## src/common/lsuBusPkg.sv

```systemverilog
// Widths are fixed at 32 bits and every bus transfer is one full word, so nothing here is sized per instance
package lsuBusPkg;

  ////////////////////
  // Bus widths
  ////////////////////

  // Data word width on both the core side and the AHB data buses
  localparam int wordBits = 32;

  // Byte address width, the same on the core side and on HADDR
  localparam int addrBits = 32;

  // A data word as it moves between the core and the AHB data buses
  typedef logic [wordBits-1:0] wordT;

  // A byte address, passed straight through to HADDR
  typedef logic [addrBits-1:0] addrT;

  ////////////////////
  // Core request
  ////////////////////

  // The core request is a two-bit mask
  // Bit 0 asks for a write and bit 1 asks for a read
  // When both bits are set the write is performed and the read is dropped
  typedef logic [1:0] rwT;

  // No access this cycle
  localparam rwT rwNone  = 2'b00;
  // Store one word to Addr
  localparam rwT rwWrite = 2'b01;
  // Load one word from Addr
  localparam rwT rwRead  = 2'b10;

  ////////////////////
  // AHB transfer type
  ////////////////////

  // Standard AHB HTRANS encoding
  // Only IDLE and NONSEQ are driven by this unit since it never bursts
  typedef enum logic [1:0] {
    htransIdle   = 2'b00,
    htransBusy   = 2'b01,
    htransNonseq = 2'b10,
    htransSeq    = 2'b11
  } htransT;

endpackage
```

## src/logic/lsuBus.sv

```systemverilog
// Uncached load/store bus path; one word per request and the core must hold its request while stalled
module lsuBus (
  input  logic                clk,
  input  logic                reset,
  // Core side
  input  lsuBusPkg::addrT     Addr,
  input  lsuBusPkg::wordT     WriteData,
  input  lsuBusPkg::rwT       RW,
  input  logic                IgnoreRequest,
  input  logic                CpuBusy,
  output logic                BusStall,
  output logic                BusCommitted,
  output lsuBusPkg::wordT     ReadData,
  // AHB-Lite side
  output lsuBusPkg::addrT     HADDR,
  output logic                HWRITE,
  output lsuBusPkg::htransT   HTRANS,
  output lsuBusPkg::wordT     HWDATA,
  input  lsuBusPkg::wordT     HRDATA,
  input  logic                HREADY
);

  // Transfer levels from the sequencer to the master
  logic busRead;
  logic busWrite;
  // End of the data phase, seen by the sequencer and the capture buffer
  logic busAck;
  // Read in progress, arms the capture buffer
  logic captureEn;

  ////////////////////
  // Sequencer
  ////////////////////

  busFsm busFsm_i (
    .clk           (clk),
    .reset         (reset),
    .IgnoreRequest (IgnoreRequest),
    .RW            (RW),
    .BusAck        (busAck),
    .CpuBusy       (CpuBusy),
    .BusStall      (BusStall),
    .BusRead       (busRead),
    .BusWrite      (busWrite),
    .CaptureEn     (captureEn),
    .BusCommitted  (BusCommitted)
  );

  // AHB-Lite master
  ahbMaster ahbMaster_i (
    .clk       (clk),
    .reset     (reset),
    .BusRead   (busRead),
    .BusWrite  (busWrite),
    .Addr      (Addr),
    .WriteData (WriteData),
    .HREADY    (HREADY),
    .HADDR     (HADDR),
    .HWRITE    (HWRITE),
    .HTRANS    (HTRANS),
    .HWDATA    (HWDATA),
    .BusAck    (busAck)
  );

  // Read data buffer for the core
  readCapture readCapture_i (
    .clk       (clk),
    .reset     (reset),
    .CaptureEn (captureEn),
    .BusAck    (busAck),
    .HRDATA    (HRDATA),
    .ReadData  (ReadData)
  );

endmodule

```

## src/logic/readCapture.sv

```systemverilog
// Holds the last loaded word until the next read completes; writes and ignored requests leave it alone
module readCapture (
  input  logic              clk,
  input  logic              reset,
  input  logic              CaptureEn,
  input  logic              BusAck,
  input  lsuBusPkg::wordT   HRDATA,
  output lsuBusPkg::wordT   ReadData
);

  // Load strobe for the one cycle in which read data is on HRDATA
  logic loadWord;

  ////////////////////
  // Capture register
  ////////////////////

  // BusAck marks the final data phase cycle of any transfer
  // CaptureEn narrows that down to reads
  assign loadWord = CaptureEn & BusAck;

  // Cleared on reset so the core sees zero before the first load
  always_ff @(posedge clk) begin
    if (reset) begin
      ReadData <= '0;
    end else if (loadWord) begin
      ReadData <= HRDATA;
    end
  end

  ////////////////////
  // Checks
  ////////////////////

  // Outside a read the word must survive, including across a completing write
  assertNoStrayLoad: assert property (
    @(posedge clk) disable iff (reset)
      !CaptureEn |=> $stable(ReadData)
  ) else $error("ReadData changed outside a read");

endmodule

```

## src/logic/ahbMaster.sv

```systemverilog
// Single-word AHB-Lite master with no bursts, locking or error handling; Addr must stay stable until BusAck
module ahbMaster (
  input  logic                clk,
  input  logic                reset,
  input  logic                BusRead,
  input  logic                BusWrite,
  input  lsuBusPkg::addrT     Addr,
  input  lsuBusPkg::wordT     WriteData,
  input  logic                HREADY,
  output lsuBusPkg::addrT     HADDR,
  output logic                HWRITE,
  output lsuBusPkg::htransT   HTRANS,
  output lsuBusPkg::wordT     HWDATA,
  output logic                BusAck
);

  import lsuBusPkg::*;

  // Tracks which half of the one transfer is on the bus
  // The request levels stay high through the data phase, so this register is what
  // keeps a second NONSEQ from going out for the same request
  typedef enum logic {
    phAddr,
    phData
  } phaseT;

  phaseT phase;
  phaseT phaseNext;

  // High when some direction is requested by the sequencer
  logic busReq;
  // Address phase sampled by the slave at this edge
  logic addrAccept;

  assign busReq = BusRead | BusWrite;

  ////////////////////
  // Address phase
  ////////////////////

  // NONSEQ only while the address is still pending, IDLE once the data phase starts
  assign HTRANS = (busReq && phase == phAddr) ? htransNonseq : htransIdle;

  // Address and direction come straight from the core side
  // They are only meaningful while HTRANS is NONSEQ
  assign HADDR  = Addr;
  assign HWRITE = BusWrite;

  // The slave takes the address at an edge where NONSEQ and HREADY are both high
  assign addrAccept = (HTRANS == htransNonseq) & HREADY;

  ////////////////////
  // Phase tracking
  ////////////////////

  always_ff @(posedge clk) begin
    if (reset) begin
      phase <= phAddr;
    end else begin
      phase <= phaseNext;
    end
  end

  always_comb begin
    phaseNext = phase;
    case (phase)
      phAddr: begin
        if (addrAccept) begin
          phaseNext = phData;
        end
      end
      phData: begin
        // Wait states stretch the data phase until HREADY returns
        if (HREADY) begin
          phaseNext = phAddr;
        end
      end
      default: begin
        phaseNext = phAddr;
      end
    endcase
  end

  // Write data is captured as the address is accepted and held through the data phase
  always_ff @(posedge clk) begin
    if (addrAccept && BusWrite) begin
      HWDATA <= WriteData;
    end
  end

  // Completion is the last data phase cycle, so HRDATA is valid alongside it
  assign BusAck = (phase == phData) & HREADY;

  ////////////////////
  // Checks
  ////////////////////

  // A stalled address phase must be repeated unchanged
  // This relies on the sequencer holding its level and the core holding Addr
  assertAddrHold: assert property (
    @(posedge clk) disable iff (reset)
      (HTRANS == htransNonseq && !HREADY) |=>
        (HTRANS == htransNonseq && $stable(HADDR) && $stable(HWRITE))
  ) else $error("Address phase changed while HREADY was low");

endmodule

```

## src/busfsm/busFsm.sv

```systemverilog
// Assumes the core holds RW stable while BusStall is high and that BusAck only pulses once per transfer
module busFsm (
  input  logic              clk,
  input  logic              reset,
  input  logic              IgnoreRequest,
  input  lsuBusPkg::rwT     RW,
  input  logic              BusAck,
  input  logic              CpuBusy,
  output logic              BusStall,
  output logic              BusRead,
  output logic              BusWrite,
  output logic              CaptureEn,
  output logic              BusCommitted
);

  import lsuBusPkg::*;

  // One state per phase of an uncached access
  // The done states last exactly one cycle and release the stall
  typedef enum logic [2:0] {
    stReady,
    stWrite,
    stWriteDone,
    stRead,
    stReadDone,
    stCpuBusy
  } busStateT;

  busStateT curState;
  busStateT nextState;

  // Decoded view of the core request
  logic reqValid;
  logic reqWrite;
  logic reqRead;
  logic inReady;

  ////////////////////
  // Request decode
  ////////////////////

  // A request counts only when some bit is set and the core has not told us to drop it
  assign reqValid = ~IgnoreRequest & (RW != rwNone);
  assign reqWrite = (RW & rwWrite) != rwNone;
  assign reqRead  = (RW & rwRead) != rwNone;
  assign inReady  = curState == stReady;

  ////////////////////
  // State register
  ////////////////////

  always_ff @(posedge clk) begin
    if (reset) begin
      curState <= stReady;
    end else begin
      curState <= nextState;
    end
  end

  // Next state logic
  // Write is checked before read so a read-plus-write request becomes a write
  always_comb begin
    nextState = curState;
    case (curState)
      stReady: begin
        if (reqValid && reqWrite) begin
          nextState = stWrite;
        end else if (reqValid && reqRead) begin
          nextState = stRead;
        end
      end
      stWrite: begin
        // Stay here for as many wait states as the slave inserts
        if (BusAck) begin
          nextState = stWriteDone;
        end
      end
      stRead: begin
        if (BusAck) begin
          nextState = stReadDone;
        end
      end
      stWriteDone, stReadDone, stCpuBusy: begin
        // The core may still be busy with something else when the result is ready
        // Stay committed until it lets go
        if (CpuBusy) begin
          nextState = stCpuBusy;
        end else begin
          nextState = stReady;
        end
      end
      default: begin
        nextState = stReady;
      end
    endcase
  end

  ////////////////////
  // Outputs
  ////////////////////

  // The stall rises combinationally in the request cycle and holds until BusAck
  assign BusStall = (inReady & reqValid) | (curState == stWrite) | (curState == stRead);

  // Transfer levels also start in the request cycle so the address phase is not delayed
  assign BusWrite = (inReady & reqValid & reqWrite) | (curState == stWrite);

  // A read is suppressed when the write bit is also set
  assign BusRead = (inReady & reqValid & reqRead & ~reqWrite) | (curState == stRead);

  // Capture is armed for the whole of a read, the buffer itself waits for BusAck
  assign CaptureEn = BusRead;

  // Committed covers everything after the request cycle up to the return to ready
  assign BusCommitted = ~inReady;

  ////////////////////
  // Checks
  ////////////////////

  // Only one direction may be requested from the master at a time
  assertOneDir: assert property (
    @(posedge clk) disable iff (reset) !(BusRead && BusWrite)
  ) else $error("BusRead and BusWrite are both high");

  // The master may only finish a transfer that this sequencer is waiting on
  assertAckInTransfer: assert property (
    @(posedge clk) disable iff (reset)
      BusAck |-> (curState == stRead || curState == stWrite)
  ) else $error("BusAck arrived outside a read or write");

endmodule

```

## config.mk

```make
export PLATFORM = sky130hd
export DESIGN_NAME = lsuBus
export DESIGN_NICKNAME = d
export VERILOG_FILES = /design/src/common/lsuBusPkg.sv /design/src/logic/lsuBus.sv /design/src/logic/readCapture.sv /design/src/logic/ahbMaster.sv /design/src/busfsm/busFsm.sv
export SDC_FILE = /design/constraint.sdc
export NUM_CORES = 1
export LEC_CHECK = 0
export ABC_AREA = 1
export BUFFER_PORTS_ARGS = -buffer_cell sky130_fd_sc_hd__buf_4
export CAP_MARGIN = 5
export CORE_ASPECT_RATIO = 0.7
export CORE_UTILIZATION = 30
export DETAILED_ROUTE_END_ITERATION = 8
export PLACE_DENSITY_LB_ADDON = 0.3
export SETUP_SLACK_MARGIN = 0.1
export SLEW_MARGIN = 5
export SYNTH_ARGS = -nofsm -noshare
export SYNTH_HDL_FRONTEND = slang
export SYNTH_HIERARCHICAL = 1
export SYNTH_SLANG_ARGS = --single-unit
```

## constraint.sdc

```tcl
create_clock -name clk -period 5.1 [get_ports clk]
set_input_delay 1.02 -clock clk [delete_from_list [all_inputs] [get_ports clk]]
set_output_delay 1.02 -clock clk [all_outputs]
set_load 0.05 [all_outputs]
```

Yosys cells after proc, flatten, opt, wreduce, memory -nomap -nowiden
Index checks and enable logic that the tools add are counted.
{"block": "word_totals", "output_inout_bits": 101, "wordCells": 48, "ff_bits": 68, "in_bits": 103}
{"block": "op_classes", "n_bitwise": 17, "n_mux": 10, "reduce_logical": 8, "n_eq_ne": 9}
{"operator": "3-bit two-way mux", "count": 5}
{"operator": "3-bit one-hot mux with 4 select lines", "count": 1}
{"operator": "1-bit AND", "count": 8}
{"operator": "3-bit by 2-bit equality test with 1-bit output, second input constant", "count": 2}
{"operator": "3-bit equality test, second input constant", "count": 2}
{"operator": "1-bit OR", "count": 5}
{"operator": "1-bit logical AND", "count": 4}
{"operator": "2-bit by 1-bit inequality test with 1-bit output, second input constant", "count": 2}
{"operator": "1-bit inverter", "count": 4}
{"operator": "3-bit by 1-bit equality test with 1-bit output, second input constant", "count": 1}
{"operator": "3-bit logical NOT", "count": 1}
{"operator": "3-bit inequality test, second input constant", "count": 1}
{"operator": "3-bit AND reduction", "count": 1}
{"operator": "3-bit OR reduction", "count": 1}
{"operator": "2-bit equality test, second input constant", "count": 1}
{"operator": "1-bit two-way mux", "count": 2}
{"operator": "2-bit two-way mux", "count": 1}
{"operator": "1-bit one-hot mux with 2 select lines", "count": 1}
{"operator": "2-bit nonzero test", "count": 1}

Logic depth before layout (Yosys ltp)
{"block": "logic_depth", "depth_word": 13, "mapped_depth": 11, "depth_no_buf": 9}

Modules after synthesis
Netlist, hierarchy kept.
{"module": "readCapture", "seq_area_each_um2": 640.6, "cells_each": 203, "instances": 1, "area_each_um2": 1322.5}
{"module": "ahbMaster", "seq_area_each_um2": 980.9, "cells_each": 80, "instances": 1, "area_each_um2": 1296.2}
{"module": "busFsm", "seq_area_each_um2": 60.1, "cells_each": 41, "instances": 1, "area_each_um2": 257.7}

Worst setup path after synthesis
OpenSTA, ideal clock, no wires.
{"block": "synth_timing", "path_type": "input-to-output", "from": "in RW[1]", "to": "out HTRANS[1]", "path_buffers": 0, "path_slack_ns": 1.803, "arrival_time_ns": 2.277, "cell_stages": 6, "required_time_ns": 4.080, "path_cell_list": "nor2_1 > nor2_4 > nand3_1 > o21ai_1 > inv_1 > a21oi_1"}
{"block": "synth_via", "elab_chain_cells": 9, "elab_cells_between_ends": 11, "classes_between": "mux (1); bitwise (8); reduce/logical (2)"}
{"item": "start, declared", "line_no": "lsuBus.sv:8", "rtl": "input lsuBusPkg::rwT RW,"}
{"item": "2-bit nonzero test", "line_no": "busFsm.sv:43", "rtl": "assign reqValid = ~IgnoreRequest & (RW != rwNone);"}
{"item": "1-bit AND", "line_no": "busFsm.sv:43"}
{"item": "1-bit AND", "line_no": "busFsm.sv:109", "rtl": "assign BusRead = (inReady & reqValid & reqRead & ~reqWrite) | (curState == stRead);"}
{"item": "1-bit AND (*) (2 in a row)", "line_no": "busFsm.sv:109"}
{"item": "1-bit OR (*)", "line_no": "busFsm.sv:109"}
{"item": "via busRead", "line_no": "lsuBus.sv:24", "rtl": "logic busRead;"}
{"item": "1-bit OR (*)", "line_no": "ahbMaster.sv:35", "rtl": "assign busReq = BusRead | BusWrite;"}
{"item": "1-bit logical AND (*)", "line_no": "ahbMaster.sv:42", "rtl": "assign HTRANS = (busReq && phase == phAddr) ? htransNonseq : htransIdle;"}
{"item": "2-bit two-way mux (*)", "line_no": "ahbMaster.sv:42"}
{"item": "end, declared", "line_no": "lsuBus.sv:17", "rtl": "output lsuBusPkg::htransT HTRANS,"}
Mark *: on every way through the listed nets, which the timed path passes. The rest lies on a longest branch.

Final worst setup path
{"block": "layout_timing", "from": "in RW[0]", "to": "out HTRANS[1]"}
{"block": "layout_via", "elab_chain_cells": 9, "elab_cells_between_ends": 12, "classes_between": "mux (1); bitwise (9); reduce/logical (2)"}
{"item": "2-bit nonzero test", "line_no": "busFsm.sv:43"}
{"item": "1-bit AND", "line_no": "busFsm.sv:43"}
{"item": "1-bit AND (2 in a row)", "line_no": "busFsm.sv:109"}
{"item": "1-bit AND (*)", "line_no": "busFsm.sv:109"}
{"item": "1-bit OR (*)", "line_no": "busFsm.sv:109"}
{"item": "via busRead", "line_no": "lsuBus.sv:24"}
{"item": "1-bit OR (*)", "line_no": "ahbMaster.sv:35"}
{"item": "1-bit logical AND (*)", "line_no": "ahbMaster.sv:42"}
{"item": "2-bit two-way mux (*)", "line_no": "ahbMaster.sv:42"}
Marked as above.

==> summary.txt <==
Outcome
  • Result of the run: finished, final reports clean

STA
  • Worst slack on hold paths: 0.508 ns
  • Number of failing hold endpoints at the final stage: 0
  • Post-route clock skew: 0.00587 ns
  • Final worst path period share: 61.7%
  • Maximum frequency from static timing analysis: 318 MHz
  • Setup violation total in the final timing report: 0
  • Final total negative setup slack: 0 ns
  • Pin slew with the least headroom to its limit: 1.13 ns
  • Min setup slack post-route: 1.95 ns
  • Headroom to the max-slew limit: 24.3%
  • Time the worst path needs with I/O delays and setup: 3.15 ns
  • Fin. max-slew vios: 0
  • Unrepaired setup endpoints after global routing: no

Global route
  • Via count of the first global-routing pass: 2178
  • Antenna violations before repair: 0
  • First-pass GRT wire length: 10100 microns
  • Total congestion overflow after global routing: 0
  • Maximum number of pins on one net before global-route repair: 65
  • Global-route total usage across every layer: 13.1%

Layout
  • Area grow syn2layout: 39.8%
  • Filler Cell Count: 884
  • Final #Nets: 532
  • Most frequent cells in the layout: sky130_fd_sc_hd__buf_4 (138), sky130_fd_sc_hd__nand2_1 (78), sky130_fd_sc_hd__nor2_1 (68)
  • Most common cell after layout, fill and taps aside: sky130_fd_sc_hd__buf_4
  • Ant. Diodes: 0
  • Combined area of the multi-input logic cells: 697 sq um
  • Sequential cell area in the final layout: 1680 sq um
  • Fraction of final layout cells sized beyond drive strength 1: 38.0%

Floorplanning
  • Number of top-level design ports: 204
  • Die outline area: 9990 sq um
  • Overall die height: 83.9 microns
  • Area of the core: 9180 sq um
  • Initial Utilization: 31.3%
  • Rows: 29
  • Overall die width: 119 microns

Synthesis
  • Nets in the synthesized netlist: 427
  • Number of synthesis warnings: 6
  • Distinct cells, synth: 19
  • Average footprint of a synthesized cell: 8.88 sq um
  • Cell area after synthesis: 2880 sq um
  • Cells after synthesis: 324
  • Seq cells post-synth: 68
  • Sequential share of the synthesized area: 58.5%

Setup path
  • Critical path's top delay family: compound AO/OA/AOI/OAI gates
  • CP Capture Point: HTRANS[1]
  • Critical path buffers and inverters: 3
  • Worst Path Required: 4.08 ns
  • Slowest library cell on the worst path: sky130_fd_sc_hd__o21ai_1
  • Most used cell, CP: sky130_fd_sc_hd__buf_4
  • Internal reg-to-reg setup slack: 2.67 ns
  • Startpoint of the worst-slack reg-to-reg timing path: busFsm_i/curState[1]
  • CP endpoint kind: output port
  • Chain of cells forming the critical path: buf_4 -> nor2_1 -> nor2_4 -> nand3_1 -> o21ai_1 -> inv_1 -> a21oi_1 -> buf_4
  • Stage delay of the slowest cell on the critical path: 0.26 ns
  • Levels on crit path: 8
  • Maximum fanout along the worst path: 4
  • Arrival time reported for the critical path endpoint: 2.13 ns
  • Worst R2R End: ahbMaster_i/HWDATA[1]
  • Critical path start-end classification: in2out
  • Element type at the critical path start: input pin
  • R2R depth: 7
  • Beginning of the critical path: RW[0]

Detailed routing
  • Post-DRT Antenna Nets: 0
  • Number of detailed-routing iterations run before antenna repair: 4
  • DRC violation count after routing: 0
  • Total Wirelength: 6380 microns
  • Via count of the routed design: 2239
  • Routed length per placed instance: 11.4 microns
  • Via density per instance: 4.01
  • Iteration-0 DRC Markers: 130

Pwr
  • Part of the power in registers: 36.8%
  • Pwr dens: 454 nW/um^2
  • Static power due to leakage: 0.00203 uW
  • Internal power: 1190 uW
  • Worst vdd ir: 0.256 mV
  • Net Switching: 639 uW
  • Switching share of total power: 35.0%
  • Combinational group share of total power: 30.8%
  • Proportion of power drawn by the clock network: 32.4%
  • Total power after layout: 1820 uW

Clock network
  • Max clock buf depth: 2
  • Root buffer selected by CTS: sky130_fd_sc_hd__clkbuf_16
  • Worst-skew pair later-pin latency: 0.32 ns
  • Number of clock sinks: 68
  • Inserted Clock Buffers: 9
  • Count of hold buffers inserted by post-cts repair: 0
  • Clock tree from TritonCTS: built
  • Number of buffers inserted to repair setup after CTS: 0
  • CTS HTree Levels: 3
  • CTS clk-pin slew, worst paths: 0.06 ns
  • Number of gates resized after cts: 0

Placed design
  • Count of input and output buffers: 138
  • Post-place setup slack: 1.95 ns
  • Final weighted congestion in routability-driven placement: 0.804
  • Estimated wirelength of the detail-placed design: 4410 microns

Run
  • Total of max-cap violations: 0

Worst hold path
  • Min-Delay Path Class: reg2reg
[layer usage]
| metal | wire length [microns] | up-vias | part of all wire [%] | track usage, % |
|---|---|---|---|---|
| li1 | - | 1143 | - | - |
| met1 | 2770 | 970 | 43 | 15.3 |
| met2 | 2960 | 110 | 46 | 20.7 |
| met3 | 555 | 16 | 8.7 | 5.33 |
| met4 | 89 | 0 | 1.4 | 6.90 |
| met5 | 0 | - | 0 | 0 |
[power by group through the flow]
stage | combinational (uW) | clock, uW | sequential (uW)
floorplan | 309 | 0 | 838
global placement | 560 | 0 | 681
detailed placement | 564 | 0 | 683
CTS | 565 | 611 | 672
global route | 595 | 634 | 678
finish | 561 | 592 | 671
[cells by family after synthesis]
kind of cell	Yosys count	share of synthesized area (%)
AO/OA/AOI/OAI	7	1.35
buffers and inverters	89	17.3
flip-flops	68	58.5
other	1	0.130
AND/OR/NAND/NOR	159	22.7
[registers in the layout, summed over array words and instances, names as in the netlist]
| signal | flops |
|---|---|
| ahbMaster_i/phase | 1 |
| busFsm_i/curState | 3 |
| readCapture_i/ReadData | 32 |
| ahbMaster_i/HWDATA | 32 |
[Yosys cell counts (all sizes together)]
cell    number  area (sq um)
nand3        4          20.0
inv         45           169
buf         44           329
dfxtp       36           721
o21ai        3          15.0
or2          1          6.26
edfxtp      32           961
nand2       80           315
nor2        74           313
conb         1          3.75
a21oi        4          23.8
[how the worst min path moves through the flow]
stage	start	cells past startpoint	slack, ns	endpoint
floorplan	busFsm_i/curState[1]	2	0.49	busFsm_i/curState[1]
global placement	readCapture_i/ReadData[4]	4	0.50	readCapture_i/ReadData[4]
detailed placement	readCapture_i/ReadData[9]	4	0.50	readCapture_i/ReadData[9]
CTS	readCapture_i/ReadData[9]	4	0.51	readCapture_i/ReadData[9]
global route	readCapture_i/ReadData[28]	4	0.55	readCapture_i/ReadData[28]
finish	readCapture_i/ReadData[9]	4	0.51	readCapture_i/ReadData[9]
[worst min-delay path, cell delays in order (launching register included)]
cell and delay [ns]:
sky130_fd_sc_hd__dfxtp_1 0.30, sky130_fd_sc_hd__inv_1 0.04, sky130_fd_sc_hd__nand2_1 0.04, sky130_fd_sc_hd__nand2_1 0.05, sky130_fd_sc_hd__nor2_1 0.03
[per-stage QoR]
step	instances	util, %	instance area (sq um)
5_1_grt	558	43.8	4020
3_3_place_gp	542	40.7	3740
6_report	558	43.8	4020
4_1_cts	558	43.8	4020
2_1_floorplan	324	-	2880
3_5_place_dp	542	40.7	3740
[layout make-up]
class,count,share of cell area (%)
flip-flops and latches,68,41.8
repair buffers,138,25.8
multi-input cells,167,17.3
clock buffers,10,5.69
inverters,45,4.20
well taps,124,3.86
clock inverters,6,1.37
Note: power is estimated with default switching activity, not from simulation.
